===== config.mk =====
export PLATFORM = sky130hd
export DESIGN_NAME = tlul_sram_adapter
export DESIGN_NICKNAME = d
export VERILOG_FILES = /design/src/tlul_pkg.sv /design/src/sram_pkg.sv /design/src/fifo_sync.sv /design/src/tlul_err.sv /design/src/tlul_sram_adapter.sv
export VERILOG_INCLUDE_DIRS = /design/src
export SDC_FILE = /design/constraint.sdc
export NUM_CORES = 1
export LEC_CHECK = 0
export ABC_AREA = 1
export BUFFER_PORTS_ARGS = -buffer_cell sky130_fd_sc_hd__clkbuf_2
export CORE_AREA = 2 2 132 134
export CTS_CLUSTER_DIAMETER = 50
export DETAILED_ROUTE_END_ITERATION = 7
export DIE_AREA = 0 0 134 136
export PLACE_DENSITY_LB_ADDON = 0.2
export SLEW_MARGIN = 0
export SYNTH_ARGS = -nofsm -noshare
export SYNTH_HDL_FRONTEND = slang
export SYNTH_SLANG_ARGS = --single-unit

===== constraint.sdc =====
create_clock -name clock -period 5.78 [get_ports clock]
set_input_delay 1.156 -clock clock [delete_from_list [all_inputs] [get_ports clock]]
set_output_delay 1.156 -clock clock [all_outputs]
set_load 0.01 [all_outputs]

===== src/tlul_params.svh =====
`ifndef TLUL_PARAMS_SVH
`define TLUL_PARAMS_SVH

// Widths of the TL-UL A and D channels

// Byte address width on the bus
`define TL_AW 32

// Bus data width in bits
`define TL_DW 32

// Bytes per bus word, one mask bit each
`define TL_DBW 4

// Source id width, echoed back on the D channel
`define TL_AIW 8

// Size field width, log2 of the byte count
`define TL_SZW 2

// SRAM geometry, 256 words of 64 bits
`define SRAM_AW 8
`define SRAM_DW 64

// Default number of requests in flight before a_ready drops
`define OUTSTANDING_DEF 2

`endif


===== src/tlul_pkg.sv =====
`include "tlul_params.svh"

package tlul_pkg;

  // A-channel opcodes as carried on a_opcode
  typedef enum logic [2:0] {
    PutFullData    = 3'h0,
    PutPartialData = 3'h1,
    Get            = 3'h4
  } tl_a_op_e;

  // D-channel opcodes, data is only valid with AccessAckData
  typedef enum logic [2:0] {
    AccessAck     = 3'h0,
    AccessAckData = 3'h1
  } tl_d_op_e;

  // Number of bits needed to index a value, at least one
  function automatic int vbits(int value);
    return (value == 1) ? 1 : $clog2(value);
  endfunction

  // The size field encodes log2 of the bytes moved by a beat
  function automatic int unsigned size_bytes(logic [`TL_SZW-1:0] size);
    return 1 << size;
  endfunction

endpackage


===== src/sram_pkg.sv =====
`include "tlul_params.svh"

package sram_pkg;

  // Kind of request held while its response is pending
  typedef enum logic [1:0] {
    OpWrite,
    OpRead,
    OpUnknown
  } req_op_e;

  // Everything the D channel needs except the read data
  typedef struct packed {
    req_op_e             op;
    logic                error;
    logic [`TL_SZW-1:0]  size;
    logic [`TL_AIW-1:0]  source;
  } req_entry_t;

  // Byte lanes and SRAM half of an outstanding read
  typedef struct packed {
    logic [`TL_DBW-1:0] mask;
    logic               woffset;
  } sram_req_t;

  // Read data already narrowed to the bus word
  typedef struct packed {
    logic [`TL_DW-1:0] data;
    logic              error;
  } rsp_entry_t;

endpackage


===== src/fifo_sync.sv =====
`timescale 1ns/1ps

module fifo_sync #(
  parameter int Width = 16,
  parameter int Depth = 2,
  parameter bit Pass  = 1'b0
) (
  input  logic             clock,
  input  logic             rst_n_i,
  input  logic             clr_i,
  input  logic             wvalid_i,
  output logic             wready_o,
  input  logic [Width-1:0] wdata_i,
  output logic             rvalid_o,
  input  logic             rready_i,
  output logic [Width-1:0] rdata_o
);

  localparam int PtrW = (Depth > 1) ? $clog2(Depth) : 1;
  localparam int CntW = $clog2(Depth + 1);

  logic [Width-1:0] mem [Depth];
  logic [PtrW-1:0]  wptr;
  logic [PtrW-1:0]  rptr;
  logic [CntW-1:0]  count;
  logic             empty;
  logic             full;
  logic             pass_now;
  logic             push;
  logic             pop;

  assign empty = (count == '0);
  assign full  = (count == CntW'(Depth));

  // In pass mode a write into an empty FIFO is visible at the read side at once
  assign pass_now = Pass && empty && wvalid_i;

  assign wready_o = ~full;
  assign rvalid_o = ~empty | pass_now;
  assign rdata_o  = pass_now ? wdata_i : mem[rptr];

  // A word taken straight through in the same cycle is never stored
  assign push = wvalid_i & ~full & ~(pass_now & rready_i);
  assign pop  = rready_i & ~empty;

  always_ff @(posedge clock or negedge rst_n_i) begin
    if (!rst_n_i) begin
      wptr  <= '0;
      rptr  <= '0;
      count <= '0;
    end else if (clr_i) begin
      wptr  <= '0;
      rptr  <= '0;
      count <= '0;
    end else begin
      if (push) begin
        wptr <= (wptr == PtrW'(Depth - 1)) ? '0 : wptr + 1'b1;
      end
      if (pop) begin
        rptr <= (rptr == PtrW'(Depth - 1)) ? '0 : rptr + 1'b1;
      end
      // Simultaneous push and pop leave the fill level unchanged
      if (push && !pop) begin
        count <= count + 1'b1;
      end else if (!push && pop) begin
        count <= count - 1'b1;
      end
    end
  end

  // Storage array
  always_ff @(posedge clock) begin
    if (push) begin
      mem[wptr] <= wdata_i;
    end
  end

endmodule


===== src/tlul_err.sv =====
`timescale 1ns/1ps
`include "tlul_params.svh"

module tlul_err import tlul_pkg::*; (
  input  logic                a_valid_i,
  input  logic [2:0]          a_opcode_i,
  input  logic [`TL_SZW-1:0]  a_size_i,
  input  logic [`TL_AW-1:0]   a_address_i,
  input  logic [`TL_DBW-1:0]  a_mask_i,
  output logic                err_o
);

  localparam int LsbW = vbits(`TL_DBW);

  logic [LsbW-1:0]    lsb;
  logic [`TL_DBW-1:0] size_mask;
  logic               op_ok;
  logic               size_ok;
  logic               addr_ok;
  logic               mask_ok;

  // Only the byte offset inside the bus word matters here
  assign lsb = a_address_i[LsbW-1:0];

  assign op_ok   = a_opcode_i inside {Get, PutFullData, PutPartialData};
  assign size_ok = (a_size_i <= `TL_SZW'(2));

  // The address has to be a multiple of the transfer size
  assign addr_ok = ((int'(lsb) & (size_bytes(a_size_i) - 1)) == 0);

  // A byte lane belongs to the beat when it sits in the same size-aligned chunk
  always_comb begin
    for (int i = 0; i < `TL_DBW; i++) begin
      size_mask[i] = ((i >> a_size_i) == (int'(lsb) >> a_size_i));
    end
  end

  // Partial writes may drop lanes, full writes and reads must cover all of them
  always_comb begin
    case (a_opcode_i)
      PutPartialData: mask_ok = ((a_mask_i & ~size_mask) == '0);
      default:        mask_ok = (a_mask_i == size_mask);
    endcase
  end

  assign err_o = a_valid_i & ~(op_ok & size_ok & addr_ok & mask_ok);

endmodule


===== src/tlul_sram_adapter.sv =====
`timescale 1ns/1ps
`include "tlul_params.svh"

module tlul_sram_adapter import tlul_pkg::*, sram_pkg::*; #(
  parameter int Outstanding = `OUTSTANDING_DEF,
  parameter bit ByteAccess  = 1'b1
) (
  input  logic                 clock,
  input  logic                 rst_n_i,
  // A channel
  input  logic                 a_valid_i,
  input  logic [2:0]           a_opcode_i,
  input  logic [`TL_SZW-1:0]   a_size_i,
  input  logic [`TL_AIW-1:0]   a_source_i,
  input  logic [`TL_AW-1:0]    a_address_i,
  input  logic [`TL_DBW-1:0]   a_mask_i,
  input  logic [`TL_DW-1:0]    a_data_i,
  output logic                 a_ready_o,
  // D channel
  output logic                 d_valid_o,
  output tl_d_op_e             d_opcode_o,
  output logic [`TL_SZW-1:0]   d_size_o,
  output logic [`TL_AIW-1:0]   d_source_o,
  output logic [`TL_DW-1:0]    d_data_o,
  output logic                 d_error_o,
  input  logic                 d_ready_i,
  // SRAM side
  output logic                 req_o,
  input  logic                 gnt_i,
  output logic                 we_o,
  output logic [`SRAM_AW-1:0]  addr_o,
  output logic [`SRAM_DW-1:0]  wdata_o,
  output logic [`SRAM_DW-1:0]  wmask_o,
  input  logic [`SRAM_DW-1:0]  rdata_i,
  input  logic                 rvalid_i,
  input  logic [1:0]           rerror_i
);

  localparam int WordLsb   = vbits(`TL_DBW);
  localparam int SramLsb   = vbits(`SRAM_DW / 8);
  localparam int WidthMult = `SRAM_DW / `TL_DW;

  logic       a_ack;
  logic       d_ack;
  logic       sram_ack;
  logic       is_write;
  logic       tlul_error;
  logic       wr_attr_error;
  logic       error_internal;
  logic       woffset;
  logic       d_valid;
  logic       d_err;

  logic       reqfifo_wready;
  logic       reqfifo_rvalid;
  req_entry_t reqfifo_wdata;
  req_entry_t reqfifo_rdata;
  logic       sramreqfifo_wvalid;
  logic       sramreqfifo_wready;
  sram_req_t  sramreqfifo_wdata;
  sram_req_t  sramreqfifo_rdata;
  logic       rspfifo_rvalid;
  logic       rspfifo_rready;
  rsp_entry_t rspfifo_wdata;
  rsp_entry_t rspfifo_rdata;

  logic [WidthMult-1:0][`TL_DW-1:0] wmask_int;
  logic [WidthMult-1:0][`TL_DW-1:0] wdata_int;
  logic [WidthMult-1:0][`TL_DW-1:0] rdata_split;
  logic [`TL_DW-1:0]                rdata_word;

  assign a_ack    = a_valid_i & a_ready_o;
  assign d_ack    = d_valid_o & d_ready_i;
  assign sram_ack = req_o & gnt_i;

  assign is_write = a_opcode_i inside {PutFullData, PutPartialData};

  // Protocol checks live in tlul_err, only the partial-write rule is local
  tlul_err u_err (
    .a_valid_i   (a_valid_i),
    .a_opcode_i  (a_opcode_i),
    .a_size_i    (a_size_i),
    .a_address_i (a_address_i),
    .a_mask_i    (a_mask_i),
    .err_o       (tlul_error)
  );

  assign wr_attr_error = is_write & ~ByteAccess &
                         ((a_mask_i != '1) | (a_size_i != `TL_SZW'(2)));
  assign error_internal = tlul_error | wr_attr_error;

  // An errored request is accepted without waiting for the SRAM grant
  assign a_ready_o = (gnt_i | error_internal) & reqfifo_wready & sramreqfifo_wready;

  // Bad requests never reach the SRAM and get their error answer from the request FIFO
  assign req_o  = a_valid_i & reqfifo_wready & sramreqfifo_wready & ~error_internal;
  assign we_o   = a_valid_i & is_write;
  assign addr_o = a_address_i[SramLsb +: `SRAM_AW];

  // Address bit 2 picks which half of the 64-bit word the bus word maps to
  assign woffset = a_address_i[SramLsb-1:WordLsb];

  // Spread the byte mask into a bit mask and place data in the selected half
  always_comb begin
    wmask_int = '0;
    wdata_int = '0;
    for (int i = 0; i < `TL_DBW; i++) begin
      wmask_int[woffset][8*i +: 8] = {8{a_mask_i[i]}};
      wdata_int[woffset][8*i +: 8] = a_mask_i[i] ? a_data_i[8*i +: 8] : 8'h00;
    end
  end

  assign wmask_o = wmask_int;
  assign wdata_o = wdata_int;

  // Every accepted request is logged so that responses leave in order
  always_comb begin
    reqfifo_wdata.error  = error_internal;
    reqfifo_wdata.size   = a_size_i;
    reqfifo_wdata.source = a_source_i;
    if (a_opcode_i == Get) begin
      reqfifo_wdata.op = OpRead;
    end else if (is_write) begin
      reqfifo_wdata.op = OpWrite;
    end else begin
      reqfifo_wdata.op = OpUnknown;
    end
  end

  // Reads also remember their lanes until the SRAM returns data
  assign sramreqfifo_wvalid      = sram_ack & ~we_o;
  assign sramreqfifo_wdata.mask  = a_mask_i;
  assign sramreqfifo_wdata.woffset = woffset;

  // Narrow the SRAM word to the requested half and zero the unrequested lanes
  assign rdata_split = rdata_i;

  always_comb begin
    for (int i = 0; i < `TL_DBW; i++) begin
      rdata_word[8*i +: 8] = sramreqfifo_rdata.mask[i] ?
                             rdata_split[sramreqfifo_rdata.woffset][8*i +: 8] : 8'h00;
    end
  end

  // Bit 1 flags an uncorrectable error, the correctable bit is not reported
  assign rspfifo_wdata.data  = rdata_word;
  assign rspfifo_wdata.error = rerror_i[1];

  // Writes and errored requests answer at once, a clean read waits for its data
  always_comb begin
    d_valid = 1'b0;
    d_err   = 1'b0;
    if (reqfifo_rvalid) begin
      if (reqfifo_rdata.error) begin
        d_valid = 1'b1;
        d_err   = 1'b1;
      end else if (reqfifo_rdata.op == OpRead) begin
        d_valid = rspfifo_rvalid;
        d_err   = rspfifo_rdata.error;
      end else begin
        d_valid = 1'b1;
      end
    end
  end

  assign d_valid_o  = d_valid;
  assign d_error_o  = d_valid & d_err;
  assign d_opcode_o = (d_valid && reqfifo_rdata.op == OpRead) ? AccessAckData : AccessAck;
  assign d_size_o   = d_valid ? reqfifo_rdata.size : '0;
  assign d_source_o = d_valid ? reqfifo_rdata.source : '0;
  assign d_data_o   = (d_valid && reqfifo_rdata.op == OpRead && !reqfifo_rdata.error) ?
                      rspfifo_rdata.data : '0;

  // Only a clean read consumes an entry of the response FIFO
  assign rspfifo_rready = (reqfifo_rdata.op == OpRead) & ~reqfifo_rdata.error & d_ack;

  fifo_sync #(
    .Width (($bits(req_entry_t))),
    .Depth (Outstanding),
    .Pass  (1'b0)
  ) u_reqfifo (
    .clock    (clock),
    .rst_n_i  (rst_n_i),
    .clr_i    (1'b0),
    .wvalid_i (a_ack),
    .wready_o (reqfifo_wready),
    .wdata_i  (reqfifo_wdata),
    .rvalid_o (reqfifo_rvalid),
    .rready_i (d_ack),
    .rdata_o  (reqfifo_rdata)
  );

  // Popped when the read data comes back, which always matches the oldest read
  fifo_sync #(
    .Width (($bits(sram_req_t))),
    .Depth (Outstanding),
    .Pass  (1'b0)
  ) u_sramreqfifo (
    .clock    (clock),
    .rst_n_i  (rst_n_i),
    .clr_i    (1'b0),
    .wvalid_i (sramreqfifo_wvalid),
    .wready_o (sramreqfifo_wready),
    .wdata_i  (sramreqfifo_wdata),
    .rvalid_o (),
    .rready_i (rvalid_i),
    .rdata_o  (sramreqfifo_rdata)
  );

  // The SRAM cannot stall read data, so it is caught here while D is back-pressured
  fifo_sync #(
    .Width (($bits(rsp_entry_t))),
    .Depth (Outstanding),
    .Pass  (1'b1)
  ) u_rspfifo (
    .clock    (clock),
    .rst_n_i  (rst_n_i),
    .clr_i    (1'b0),
    .wvalid_i (rvalid_i),
    .wready_o (),
    .wdata_i  (rspfifo_wdata),
    .rvalid_o (rspfifo_rvalid),
    .rready_i (rspfifo_rready),
    .rdata_o  (rspfifo_rdata)
  );

endmodule


==> summary.md, run 1 <==
| Metric | Value |
|---|---|
| Status | completed |
| Post-DP HPWL | roughly 13 mm |
| Crit path required time | 4620 ps |
| Max VDD drop | around 0.18 mV |
| Cell taking the most area after synthesis | edfxtp_1 |
| Via count | around 5,700 |
| Initial antenna violation count | 0 |
| Worst-Skew Late Latency | about 400 ps |
| #FFs+latches synth | roughly 110 |
| Clock Skew | ~13 ps |
| Post-route ant nets | 0 |
| Largest net degree at the start of global routing | 35 |
| First-pass GRT wire length | 27.0 mm |
| DIE HEIGHT | between 100 and 150 microns |
| Synth Area in XOR/XNOR | 1.19% |
| CTS root buf | clkbuf_16 |
| Post-CTS Setup Bufs | 0 |
| Die extent in x | around 130 microns |
| Utilization after layout | 50.0% |
| Syn Inst Count | 790 |
| Worst Max-Slew Pin Slew | roughly 1100 ps |
| Period utilisation layout | between 60% and 70% |
| Buffer and inverter count on the worst path | 3 |
| Placed insts | between 1,000 and 1,500 |
| Fraction of synthesized area in multiplexers | 0% |
| Yosys cell types | 29 |
| Synth Area in Compound Gates | a little under a tenth |
| Sink Count | approximately 110 |
| Max Root-Sink Buffers | 2 |
| Commonest non-fill, non-tap cell in the layout | clkbuf_2 |
| CP endpoint kind | output pin |
| CP max stage cell | dfrtp_1 |
| Die area | about 18,000 sq um |
| Most frequent cells in the layout | 298 x clkbuf_2, 290 x nand2_1, 102 x edfxtp_1 |
| Crit-path most repeated cell | nand2_1 |
| Synth Flop Type | edfxtp_1 |
| Delay-heaviest family, CP | buffers and inverters |
| DRC | 0 |
| Nets | 1,181 |
| Worst path arrival time | ~2800 ps |
| WL/cell | approximately 14 microns |
| Iter 0 DRT Violations | around 250 |
| Worst R2R Setup Slack | 2580 ps |
| Async SR Flop Fraction | a little over a tenth |
| Netlist Area Pre-Place | 6640 sq um |
| WS Path Type | flip-flop to output pin |
| RSZ-0062 raised after global routing | false |
| Hold Crit Class | flip-flop to flip-flop |
| Ratio of cells with drive above 1 in the final layout | ~36% |
| Max transition margin | a little over a quarter |
| Num CTS Buffers | 17 |
| Final setup fails | 0 |
| Crit path time final | a little under 4000 ps |
| Core outline area | 16,900 sq um |
| Initial Utilization | 39.3% |
| Post-synth EDFFs | roughly 100 |
| GR Util All Layers | between 10% and 20% |
| CTS tree | done |
| Routed vias/inst | 4.52 |
| CP Cell Sequence | nand2_1 > o21ai_2 > buf_4 > inv_2 > nand2_1 > a21boi_0 > nand2_1 > a21oi_1 > clkbuf_2 |
| Top-level port count | between 300 and 400 |
| Fmax achieved | 0.255 GHz |
| Leak pwr | between 4 and 5 nW |
| Antenna Cells | 0 |
| GP Congestion | approximately 0.79 |
| GRT overflow | 0 |
| Crit start category | flip-flop |
| Final non-filler cell total | approximately 1,300 |
| Final max-slew violation count | 0 |
| Syn_area_per_cell | roughly 8.4 sq um |
| CTS clk-pin slew, worst paths | roughly 50 ps |
| Post-cts hold buffer count | 0 |
| Max incr delay on CP | around 450 ps |
| Post-synthesis sequential area ratio | 50.7% |
| # rows | 48 |
| Main combinational cell family by area after synthesis | simple AND/OR/NAND/NOR gates |
| CP max FO | 33 |
| Vias in the first global route | between 5,000 and 6,000 |
| Adder-Cell Fraction of Synth Area | between 1 and 1.5% |
| Fin. Hold Viols | 0 |
| First-pass DRT Iterations | 4 |
| Power per standard cell area | around 430 nW/um^2 |
| Largest cells by area after synthesis | edfxtp_1 46%, nand2_1 16%, buf_4 7.8%, dfrtp_1 4.5%, nor2_1 4.5% |
| Simple-gate portion of the synthesized area | about a quarter |
| Max-cap viol count | 0 |
| # resized after CTS | 0 |
| Area added between synthesis and finish | 27.2% |
| IO Port Bufs | between 200 and 300 |
| Share of the synthesized area in the top cell type | between 40% and 50% |
| Setup TNS | 0 ps |
| Final wirelength | around 18 mm |
| Yosys warning count | 0 |
| CTS H-Tree Depth | 4 |
## worst register-to-register path: stages (launching register included)
cell,delay (ps)
dfrtp_1,650
inv_1,340
nand3b_1,170
nand2_1,100
nand4_1,80
buf_4,360
nor2_1,100
nand2_1,90
nand2_1,120
nor2_4,780
## sequential cells by signal (all words and copies together), names as in the netlist
name / count
u_sramreqfifo.mem: 10
u_rspfifo.wptr: 1
u_reqfifo.count: 2
u_reqfifo.wptr: 1
u_reqfifo.mem: 26
u_rspfifo.mem: 66
u_sramreqfifo.rptr: 1
u_reqfifo.rptr: 1
u_sramreqfifo.count: 2
u_sramreqfifo.wptr: 1
u_rspfifo.rptr: 1
u_rspfifo.count: 2
## layout make-up
type,count,area [sq um]
Tap cell,225,282
Clock buffer,17,425
Clock inverter,14,188
Fill cell,1638,8430
Multi-Input combinational cell,503,2350
Sequential cell,114,3360
Timing Repair Buffer,303,1530
Inverter,82,308
## metrics by stage
stage / setup WS [ps] / instance area, sq um / total power [mW] / hold WS (ps)
after global placement: 1890 / 7830 / 2.57 / 461
final: 1860 / 8440 / 3.62 / 473
after detailed placement: 1850 / 7830 / 2.59 / 463
after floorplan: 2260 / 6640 / 2.20 / 442
after CTS: 1790 / 8440 / 3.67 / 474
after global routing: 1560 / 8440 / 3.87 / 486
## cells by family (layout without fill, tap and decap cells)
family	after synthesis	count (layout)
AO/OA/AOI/OAI	85	85
XOR/XNOR	9	9
adder cells (fa/ha/maj)	7	7
buffers and inverters	174	416
flip-flops	114	114
other	1	2
AND/OR/NAND/NOR	400	400
## routing by layer
metal | routed length, microns | vias up | part of all wire [%] | track usage (%)
met5 | 0 | - | 0 | 0
met3 | 1360 | 19 | 7.5 | 5.41
met2 | 8480 | 228 | 47 | 31.9
met4 | 217 | 0 | 1.2 | 5.67
met1 | 7970 | 2534 | 44 | 25.1
li1 | - | 2902 | - | -
## synth_stat cells, drive strengths merged, types with 5 or more instances
| library cell | n |
|---|---|
| nand2 | 290 |
| clkbuf | 17 |
| edfxtp | 102 |
| a21boi | 28 |
| nand3 | 5 |
| xnor2 | 5 |
| nor2 | 81 |
| or2 | 8 |
| a21oi | 51 |
| nand4 | 8 |
| ha | 7 |
| inv | 81 |
| o21ai | 5 |
| buf | 75 |
| dfrtp | 12 |
## path summary, 6_finish.rpt
| check | from | cells past startpoint | end |
|---|---|---|---|
| min | u_reqfifo.count[0] | 1 | u_reqfifo.count[0] |
| max | u_sramreqfifo.rptr | 9 | d_data_o[0] |
| max reg2reg | u_reqfifo.rptr | 9 | u_rspfifo.mem[1][3] |
| min reg2reg | u_reqfifo.count[0] | 1 | u_reqfifo.count[0] |
| min in group asynchronous | rst_n_i | 1 | u_reqfifo.rptr |
| max in group asynchronous | rst_n_i | 1 | u_sramreqfifo.rptr |
## power breakdown
group          internal [mW]  switching [mW]
Combinational          0.424           0.856
Sequential              1.19          0.0816
Clock                  0.714           0.360
Total                   2.33            1.30
No activity file was read; power rests on OpenSTA's default activity.
==> inputs of run 2 (changes only) <==
CORE_AREA = 2 2 133 135   (was 2 2 132 134)
DIE_AREA = 0 0 135 137   (was 0 0 134 136)
clock period = 3.25 ns   (was 5.78 ns; I/O delays follow)
==> run 2 against run 1 <==
Non-clock buffer count is 8 higher. Cell count is 0.72% higher. Clock-buffer cell count up 1. Sequential share of layout area fell by 0.15 points. Total power increased by 75%. Setup slack got worse by 1600 ps. Cell area increased by 0.37%. Utilization is 0.35 points lower. Clock skew fell by 5.7 ps. Combinational power is 87% higher. Critical path type unchanged. Largest power group unchanged.
==> summary.md, run 2 (synthesized netlist as in run 1, its figures left out) <==
| Metric | Value |
|---|---|
| Nets | 1,189 (+0.68%) |
| IO Port Bufs | 298 (unchanged) |
| Post-Place Setup Slack | 404 ps (-1440 ps) |
| Commonest non-fill, non-tap cell in the layout | clkbuf_2 |
| Antenna Cells | 0 (unchanged) |
| Sequential power share | 35.0% (about the same) |
| Worst path arrival time | 2300 ps (-460 ps) |
| # rows | 48 (unchanged) |
| Via count | 5,724 (+0.72%) |
| CTS root buf | clkbuf_16 |
| Final max-slew violation count | 0 (unchanged) |
| Fmax achieved | between 0.3 and 0.4 GHz |
| Status | completed |
| Worst Max-Slew Pin Slew | 546 ps (-555 ps) |
| CTS clk-pin slew, worst paths | 60 ps (about the same) |
| Largest net degree at the start of global routing | 34 (-2.9%) |
| Largest reg by FF count | u_rspfifo.mem |
| CP endpoint kind | output pin |
| WS Path Type | flip-flop to output pin |
| Final non-filler cell total | 1,267 (+0.72%) |
| Max Root-Sink Buffers | 2 (unchanged) |
| Initial antenna violation count | 0 (unchanged) |
| Power per standard cell area | 750 nW/um^2 (+75%) |
| Num CTS Buffers | 17 (unchanged) |
| WL/cell | 14.6 microns (+1.6%) |
| Post-cts hold buffer count | 0 (unchanged) |
| Flip-flop and latch area | 3360 sq um (unchanged) |
| Crit path time final | between 2000 and 3000 ps |
| RSZ-0062 raised after global routing | false |
| DIE HEIGHT | 137 microns (+0.74%) |
| Clock power frac | 27.2% (-2.5 points) |
| Worst R2R Setup Slack | 950 ps (-1630 ps) |
| Sink Count | 114 (unchanged) |
| Max VDD drop | 0.375 mV (+100%) |
| Post-CTS Setup Bufs | 0 (unchanged) |
| Area added between synthesis and finish | 27.6% |
| Hold Crit Class | input pin to async pin |
| Layout fillers | 1,670 (+2.0%) |
| Leak pwr | 4.35 nW (+0.61%) |
| Final wirelength | 18.4 mm (+2.3%) |
| Die extent in x | 135 microns (+0.75%) |
| Clock Skew | 7.04 ps (-5.66 ps) |
| Iter 0 DRT Violations | 283 (+14%) |
| Final setup fails | 0 (unchanged) |
| First-pass GRT wire length | 27.4 mm (+1.3%) |
| GR Util All Layers | 19.6% (+0.23 points) |
| Final setup margin | 302 ps (-1560 ps) |
| Fin. Hold Viols | 0 (unchanged) |
| Most frequent cells in the layout | 298 x clkbuf_2, 290 x nand2_1, 102 x edfxtp_1 |
| Pwr Total | 6.36 mW (+75%) |
| Worst-Skew Late Latency | 410 ps (about the same) |
| Vias in the first global route | 5,230 (+0.31%) |
| Top Registers | u_rspfifo.mem x66, u_reqfifo.mem x26, u_sramreqfifo.mem x10 |
| RR Startpoint | u_rspfifo.count[1] |
| Largest register FFs | 66 (unchanged) |
| Switching Share | 37.3% (+1.5 points) |
| First-pass DRT Iterations | 4 (unchanged) |
| # resized after CTS | 0 (unchanged) |
| FF-to-FF path depth | 11 (+2) |
| CP max FO | 9 (-73%) |
| Ratio of cells with drive above 1 in the final layout | 36.1% (+0.56 points) |
| Post-DP HPWL | 13.7 mm (+5.1%) |
| Die area | 18,500 sq um (+1.5%) |
| Period utilisation layout | approximately nine tenths |
| GRT overflow | 0 (unchanged) |
| Max transition margin | 63.6% (+37 points) |
| Routed vias/inst | 4.52 (about the same) |
| Placed insts | 1,235 (+0.65%) |
| Multi-input gate area | 2350 sq um (unchanged) |
| Switch Pwr | 2.37 mW (+83%) |
| CTS tree | done |
| Int Pwr | 3.99 mW (+71%) |
| CTS H-Tree Depth | 4 (unchanged) |
| GP Congestion | 0.837 (+6.5%) |
| Setup TNS | 0 ps (unchanged) |
| DRC | 0 (unchanged) |
| RR Endpoint | u_rspfifo.count[1] |
| Max-cap viol count | 0 (unchanged) |
| Comb power frac | 37.8% (+2.5 points) |
| Top-level port count | 339 (unchanged) |
| Post-route ant nets | 0 (unchanged) |
| Hold WS | 118 ps (-355 ps) |
| Initial Utilization | 38.9% (-0.42 points) |
| Crit path required time | 2600 ps (-2020 ps) |
| Crit start category | flip-flop |
| Core outline area | 17,100 sq um (+1.1%) |
run 2: changes by cell type in the layout (fill, tap and decap cells not counted):
cell,change
clkbuf_1,+1
buf_12,+2
clkinvlp_4,-1
bufinv_16,-3
clkinv_4,+1
inv_6,+4
clkinv_1,-1
buf_4,+6
run 2: critical path, stage by stage (launching register included):
cell and delay, ps:
dfrtp_1 440, inv_1 160, nand2_1 60, nand2_1 320, a21boi_0 470, nand2_1 90
a21oi_1 160, clkbuf_2 180
run 2: worst max path at each step:
| stage | from | end | depth (start not counted) |
|---|---|---|---|
| 3_3_place_gp | a_size_i[0] | u_reqfifo.count[1] | 18 |
| 5_1_grt | u_sramreqfifo.rptr | d_data_o[31] | 7 |
| 2_1_floorplan | rvalid_i | u_rspfifo.mem[1][0] | 7 |
| 3_5_place_dp | a_size_i[0] | u_reqfifo.count[1] | 18 |
| 6_report | u_sramreqfifo.rptr | d_data_o[31] | 7 |
| 4_1_cts | u_sramreqfifo.rptr | d_data_o[31] | 7 |
run 2: power by group through the flow:
stage	Sequential, mW	Clock (mW)	Combinational, mW
floorplan	2.24	0	1.68
global placement	2.25	0	2.41
detailed placement	2.26	0	2.43
CTS	2.23	1.77	2.45
global route	2.27	1.83	2.72
finish	2.23	1.73	2.40
run 2: per-stage QoR:
step	instance area, sq um	utilization, %
3_5_place_dp	7920	46.4
5_1_grt	8480	49.7
3_3_place_gp	7920	46.4
2_1_floorplan	6640	-
6_report	8480	49.7
4_1_cts	8480	49.7
run 2: layout make-up:
type                    instances  area share (%)
clock inverters                14            1.54
well taps                     225            3.32
inverters                      82            3.63
multi-input cells             503            27.7
repair buffers                311            19.0
flip-flops and latches        114            39.7
clock buffers                  18            5.06
run 2: metal layers:
metal  vias up  share of wire [%]  GRT usage, %
li1       2920                  -             -
met1      2566                 43          24.5
met2       218                 48          33.0
met3        20                8.1          5.67
met4         0                1.5          6.13
met5         -                  0             0
